File: src/hdl/booth_consts.svh
`ifndef BOOTH_CONSTS_SVH
`define BOOTH_CONSTS_SVH

// operand and product sizes
`define BOOTH_OP_WIDTH   8
`define BOOTH_PROD_WIDTH 16

// step counter, one Booth step per multiplier bit
`define BOOTH_CNT_WIDTH  4
`define BOOTH_STEPS      8

`endif

File: src/hdl/booth_pkg.sv
package booth_pkg;

    // controller states
    typedef enum logic {
        CTRL_IDLE = 1'b0,
        CTRL_RUN  = 1'b1
    } ctrl_state_t;

    // accumulator update per Booth step
    typedef enum logic [1:0] {
        ALU_PASS = 2'b00,
        ALU_ADD  = 2'b01,
        ALU_SUB  = 2'b10
    } alu_op_t;

endpackage

File: src/hdl/booth_controller.sv
`timescale 1ns/1ps

module booth_controller
    import booth_pkg::*;
(
    input  logic    clk,
    input  logic    rst_n,
    input  logic    start,
    input  logic    count_done,
    input  logic    q0,
    input  logic    q_m1,

    output logic    busy,
    output logic    load,
    output logic    step_en,
    output logic    out_en,
    output alu_op_t alu_op
);

    ctrl_state_t state;
    ctrl_state_t next_state;

    // booth pair decode, valid only while stepping
    alu_op_t booth_op;

    always_ff @(posedge clk or negedge rst_n) begin
        if (!rst_n) begin
            state <= CTRL_IDLE;
        end else begin
            state <= next_state;
        end
    end

    // standard radix-2 rule on {q0, q_m1}
    always_comb begin
        case ({q0, q_m1})
            2'b10: begin
                // start of a run of ones
                booth_op = ALU_SUB;
            end
            2'b01: begin
                // end of a run of ones
                booth_op = ALU_ADD;
            end
            default: begin
                booth_op = ALU_PASS;
            end
        endcase
    end

    // next state and datapath controls
    always_comb begin
        next_state = state;
        load       = 1'b0;
        step_en    = 1'b0;
        out_en     = 1'b0;
        alu_op     = ALU_PASS;

        case (state)
            CTRL_IDLE: begin
                if (start) begin
                    // operands are captured on this edge
                    load       = 1'b1;
                    next_state = CTRL_RUN;
                end
            end
            CTRL_RUN: begin
                if (count_done) begin
                    // all steps done, hand result to product reg
                    out_en     = 1'b1;
                    next_state = CTRL_IDLE;
                end else begin
                    step_en = 1'b1;
                    alu_op  = booth_op;
                end
            end
            default: begin
                next_state = CTRL_IDLE;
            end
        endcase
    end

    // start is ignored for as long as this is high
    assign busy = (state == CTRL_RUN);

endmodule

File: src/hdl/booth_datapath.sv
`timescale 1ns/1ps

`include "booth_consts.svh"

module booth_datapath
    import booth_pkg::*;
(
    input  logic                          clk,
    input  logic                          rst_n,
    input  logic                          load,
    input  logic                          step_en,
    input  logic                          out_en,
    input  alu_op_t                       alu_op,
    input  logic [`BOOTH_OP_WIDTH-1:0]    multiplicand,
    input  logic [`BOOTH_OP_WIDTH-1:0]    multiplier,

    output logic                          q0,
    output logic                          q_m1,
    output logic                          count_done,
    output logic                          done,
    output logic [`BOOTH_PROD_WIDTH-1:0]  product
);

    // working registers
    logic [`BOOTH_OP_WIDTH-1:0]  acc;
    logic [`BOOTH_OP_WIDTH-1:0]  mult_q;
    logic                        extra_bit;
    logic [`BOOTH_OP_WIDTH-1:0]  mcand;
    logic [`BOOTH_CNT_WIDTH-1:0] count;

    // alu works one bit wider than the operands
    // so that acc - (-128) keeps its true sign before the shift
    logic [`BOOTH_OP_WIDTH:0]    acc_ext;
    logic [`BOOTH_OP_WIDTH:0]    mcand_ext;
    logic [`BOOTH_OP_WIDTH:0]    alu_out;

    assign acc_ext   = {acc[`BOOTH_OP_WIDTH-1], acc};
    assign mcand_ext = {mcand[`BOOTH_OP_WIDTH-1], mcand};

    always_comb begin
        case (alu_op)
            ALU_ADD: begin
                alu_out = acc_ext + mcand_ext;
            end
            ALU_SUB: begin
                alu_out = acc_ext - mcand_ext;
            end
            default: begin
                alu_out = acc_ext;
            end
        endcase
    end

    // acc, multiplier and extra bit as one shift chain
    // the arithmetic shift drops the guard bit out of the top
    always_ff @(posedge clk) begin
        if (load) begin
            acc       <= '0;
            mult_q    <= multiplier;
            extra_bit <= 1'b0;
            mcand     <= multiplicand;
        end else if (step_en) begin
            acc       <= alu_out[`BOOTH_OP_WIDTH:1];
            mult_q    <= {alu_out[0], mult_q[`BOOTH_OP_WIDTH-1:1]};
            extra_bit <= mult_q[0];
        end
    end

    // step counter
    always_ff @(posedge clk or negedge rst_n) begin
        if (!rst_n) begin
            count <= '0;
        end else if (load) begin
            count <= '0;
        end else if (step_en) begin
            count <= count + 1'b1;
        end
    end

    assign count_done = (count == `BOOTH_CNT_WIDTH'(`BOOTH_STEPS));

    // pair the controller looks at
    assign q0   = mult_q[0];
    assign q_m1 = extra_bit;

    // result is held until the next completion
    always_ff @(posedge clk or negedge rst_n) begin
        if (!rst_n) begin
            product <= '0;
        end else if (out_en) begin
            product <= {acc, mult_q};
        end
    end

    // done is a single-cycle pulse after the product load
    always_ff @(posedge clk or negedge rst_n) begin
        if (!rst_n) begin
            done <= 1'b0;
        end else begin
            done <= out_en;
        end
    end

endmodule

File: src/hdl/booth_multiplier.sv
`timescale 1ns/1ps

`include "booth_consts.svh"

module booth_multiplier
    import booth_pkg::*;
(
    input  logic                          clk,
    input  logic                          rst_n,
    input  logic                          start,
    input  logic [`BOOTH_OP_WIDTH-1:0]    multiplicand,
    input  logic [`BOOTH_OP_WIDTH-1:0]    multiplier,

    output logic [`BOOTH_PROD_WIDTH-1:0]  product,
    output logic                          done,
    output logic                          busy
);

    // controller to datapath
    logic    load;
    logic    step_en;
    logic    out_en;
    alu_op_t alu_op;

    // datapath status back to the controller
    logic    q0;
    logic    q_m1;
    logic    count_done;

    booth_controller ctrl0 (
        .clk        (clk),
        .rst_n      (rst_n),
        .start      (start),
        .count_done (count_done),
        .q0         (q0),
        .q_m1       (q_m1),
        .busy       (busy),
        .load       (load),
        .step_en    (step_en),
        .out_en     (out_en),
        .alu_op     (alu_op)
    );

    // operands are sampled only on the load cycle
    booth_datapath dp0 (
        .clk          (clk),
        .rst_n        (rst_n),
        .load         (load),
        .step_en      (step_en),
        .out_en       (out_en),
        .alu_op       (alu_op),
        .multiplicand (multiplicand),
        .multiplier   (multiplier),
        .q0           (q0),
        .q_m1         (q_m1),
        .count_done   (count_done),
        .done         (done),
        .product      (product)
    );

endmodule

File: config.mk
export PLATFORM = sky130hd
export DESIGN_NAME = booth_multiplier
export DESIGN_NICKNAME = d
export VERILOG_FILES = /design/src/hdl/booth_pkg.sv /design/src/hdl/booth_controller.sv /design/src/hdl/booth_datapath.sv /design/src/hdl/booth_multiplier.sv
export VERILOG_INCLUDE_DIRS = /design/src /design/src/hdl
export SDC_FILE = /design/constraint.sdc
export NUM_CORES = 1
export LEC_CHECK = 0
export ABC_CLOCK_PERIOD_IN_PS = 3100
export BUFFER_PORTS_ARGS = -buffer_cell sky130_fd_sc_hd__buf_4
export CAP_MARGIN = 10
export CORE_ASPECT_RATIO = 0.9
export CORE_MARGIN = 3
export CORE_UTILIZATION = 51
export CTS_CLUSTER_DIAMETER = 80
export DETAILED_ROUTE_END_ITERATION = 12
export GPL_ROUTABILITY_DRIVEN = 0
export PLACE_DENSITY = 0.76
export SETUP_SLACK_MARGIN = 0.15
export SLEW_MARGIN = 10
export SYNTH_ARGS = -nofsm -noshare
export SYNTH_HDL_FRONTEND = slang
export SYNTH_SLANG_ARGS = --single-unit
export TNS_END_PERCENT = 10
File: constraint.sdc
create_clock -name clk -period 3.1 [get_ports clk]
set_clock_uncertainty 0.05 [all_clocks]
set_input_delay 0.62 -clock clk [delete_from_list [all_inputs] [get_ports clk]]
set_output_delay 0.62 -clock clk [all_outputs]
set_load 0.005 [all_outputs]
==> reports/metrics.yaml <==
critical_path:
  cp-start-kind: "flip-flop"
  r2r_slack_ns: 0.07
  required_ns: 3.23
  path_buf_inv: 1
  path_cells: "inv_2, ha_4, nand3b_1, and2_4, nand3b_1, ha_4, a21oi_1, xnor2_1, ha_1, nand4_1, a21oi_1, and3b_2, xnor2_2, o311ai_2, o41ai_2"
  path_delay_family: "simple AND/OR/NAND/NOR gates"
  crit_path_max_fanout: 8
  worstPathArrival_ns: 3.17
  critPathCaptureType: "flip-flop"
  worstSetupPathType: "flip-flop to flip-flop"
  slowest_delay_ns: 0.41
  cp_slowest_cell: "dfrtp_1"
min_path:
  hold_path_class: "input pin to async pin"
finish:
  postLayoutCellArea_sq_mm: 0.00307
  fillerInstances: 314
  n_antenna_cell: 0
  drive_gt1_share_pct: 32.6
  nets: 332
  fin_cells: 361
  syn2layout_area_growth_pct: 29.9
placement:
  placed_area_sq_mm: 0.00270
  dp.cells: 337
  io_buffers: 36
  hpwlAfterDp_mm: 3.46
logic_synthesis:
  ys_top_cells_by_area: "dfrtp_1 23%, edfxtp_1 20%, nand2_1 12%, dfxtp_1 7.6%, ha_1 6.4%"
  synthCells: 247
  async_flop_share_pct: 46.8
  syn_area_per_cell_sq_um: 9.56
  synth_ff_type: "dfrtp_1"
  synth_edf_count: 16
  synth_nets: 279
  ys_seq_area_share_pct: 51.3
  yosys.cell_types.count: 41
  synth_top_cell_by_area: "dfrtp_1"
  synth_top_area_share_pct: 23.3
  ys_seq_elements: 47
  ys_warn_count: 0
  synth.cell_area_sq_mm: 0.00236
cts:
  cts-root-buf: "clkbuf_8"
  cts_buffer_depth: 2
  numClockSinks: 47
  numCtsBuffers: 5
  htree_levels: 2
  clkSlewWorstSetupHoldPaths_ns: 0.09
  cts_tree: "done"
  insertion_delay_ns: 0.31
drt:
  vias: 1955
  first_pass_iters: 4
  routedWlPerCell_microns: 14.7
  viasPerCell: 5.42
  routed_wl_mm: 5.32
  drt-initial-drc-count: 120
  ant_nets: 0
  drc_errors: 0
die:
  die_w_microns: 77.7
  std_cell_rows: 22
  initial_core_util_pct: 55.3
  die_y_microns: 70.6
  coreArea_sq_mm: 0.00427
  io_pins: 37
  dieArea_sq_mm: 0.00548
power_and_ir_drop:
  p_leak_uw: 0.00141
  powerDensity_mw_per_mm2: 1300
  max-vdd-ir-drop_v: 0.000644
  finalPower_uw: 3990
sta:
  fin_crit_sh_pct: 97.9
  setup_viol: 0
  tightest_slew_ns: 0.651
  min_period_ns: 3.03
  rsz0062_at_grt: "true"
  hold_viol_final: 0
  setup_tns_ns: 0
  slew_headroom_pct: 56.3
  drv_slew: 0
  max_freq_mhz: 330
  holdWs_ns: 0.132
grt:
  grtUsageTotal_pct: 20.3
  grt_max_degree: 23
  grt.overflow.total: 0
  grt_pass1_wl_mm: 8.70
  antenna_found_initial: 0
  grt_pass1_vias: 1849
job:
  maxCapViolCount: 0
run_status:
  outcome: "finished, final reports clean"
==> path summary, 6_finish.rpt <==
check                                              start  depth (start not counted)                          to
worst min register to register   dp0.mult_q[2]$_DFFE_PP_                          2  dp0.product[2]$_DFFE_PN0P_
min in group clk                 dp0.mult_q[2]$_DFFE_PP_                          2  dp0.product[2]$_DFFE_PN0P_
max in group asynchronous                          rst_n                          1    dp0.count[3]$_DFFE_PN0P_
worst min-delay path                               rst_n                          1  dp0.product[6]$_DFFE_PN0P_
worst max register to register  dp0.count[1]$_DFFE_PN0P_                         15     dp0.acc[7]$_SDFFE_PP0P_
worst max-delay path            dp0.count[1]$_DFFE_PN0P_                         15     dp0.acc[7]$_SDFFE_PP0P_
==> synth_stat cells (all sizes together), types with 3 or more instances <==
cell type  instances
dfxtp              9
a31oi              3
dfrtp             22
clkbuf             6
nand3              6
buf                3
nor2              13
nand2             77
ha                12
edfxtp            16
inv               10
nor3               3
a21oi             11
xor2               4
o21ai              9
xnor2             10
nand2b             3
==> metal layers <==
layer / vias to the layer above / global-route usage (%) / routed length, microns
li1: 945 / - / -
met1: 936 / 27.4 / 2370
met2: 60 / 31.5 / 2550
met3: 14 / 5.22 / 297
met4: 0 / 8.30 / 103
met5: - / 0 / 0
==> worst reg2reg max path, cell delays in order, from the launching register on <==
cell	delay, ns
dfrtp_1	0.41
inv_2	0.09
ha_4	0.13
nand3b_1	0.12
and2_4	0.19
nand3b_1	0.13
ha_4	0.26
a21oi_1	0.08
xnor2_1	0.15
ha_1	0.34
nand4_1	0.12
a21oi_1	0.12
and3b_2	0.23
xnor2_2	0.15
o311ai_2	0.24
o41ai_2	0.12
==> logic make-up after synthesis <==
kind of cell	synth area share, %
XOR/XNOR	5.19
multiplexers	1.32
adder cells (fa/ha/maj)	7.21
flip-flops	51.3
AO/OA/AOI/OAI	10.8
AND/OR/NAND/NOR	20.6
buffers and inverters	3.60
==> state kept, by name, indices dropped and copies added, names as in the netlist <==
register and flops:
dp0.product 16, dp0.acc 8, dp0.mcand 8, dp0.mult_q 8
dp0.count 4, ctrl0.busy 1, dp0.done 1, dp0.q_m1 1
==> layout by cell type, fill, tap and decap left out, drive strengths merged <==
cell / count
and3b: 1
fa: 1
ha: 12
a211oi: 2
dfxtp: 9
o21a: 2
nand3: 6
xor2: 4
nor2: 13
buf: 55
a31oi: 3
edfxtp: 16
a2111oi: 1
o311ai: 1
a22o: 2
dfrtp: 22
mux2i: 2
nand2: 77
nor4: 1
mux2: 1
nand3b: 2
inv: 10
nand4b: 1
nand2b: 3
o41ai: 1
nor3: 3
nor3b: 2
clkinvlp: 1
o21ai: 9
clkbuf: 7
o31ai: 2
or3: 1
nand4: 1
a21o: 1
a32oi: 2
and2: 2
o32ai: 1
xnor2: 10
a21oi: 11
==> area by class of cell <==
cell class	instances	area (sq um)	area share [%]
multi-input cells	181	1230	40.0
well taps	60	75.1	2.45
clock buffers	7	96.3	3.14
flip-flops and latches	47	1210	39.5
clock inverters	1	7.51	0.245
inverters	10	37.5	1.22
repair buffers	55	413	13.5
==> report_power, final <==
group	internal, uW	leakage (uW)	switching, uW
Sequential	949	0.000510	213
Clock	203	0.0000505	209
Combinational	1220	0.000852	1190
Total	2380	0.00141	1610
==> timing repair <==
item	in CTS	in global routing
hold buffers	0	0
resized for setup	13	15
setup buffers	10	6
pin swaps	14	18
endpoints found under the setup margin	3	4
==> through the flow <==
stage               util [%]  worst slack, ns
floorplan                  -            0.163
global placement        63.2            0.171
detailed placement      63.2           0.0544
CTS                     69.1            0.153
global route            71.9           -0.106
finish                  71.9           0.0651
Power figures use the tool's default switching activity.
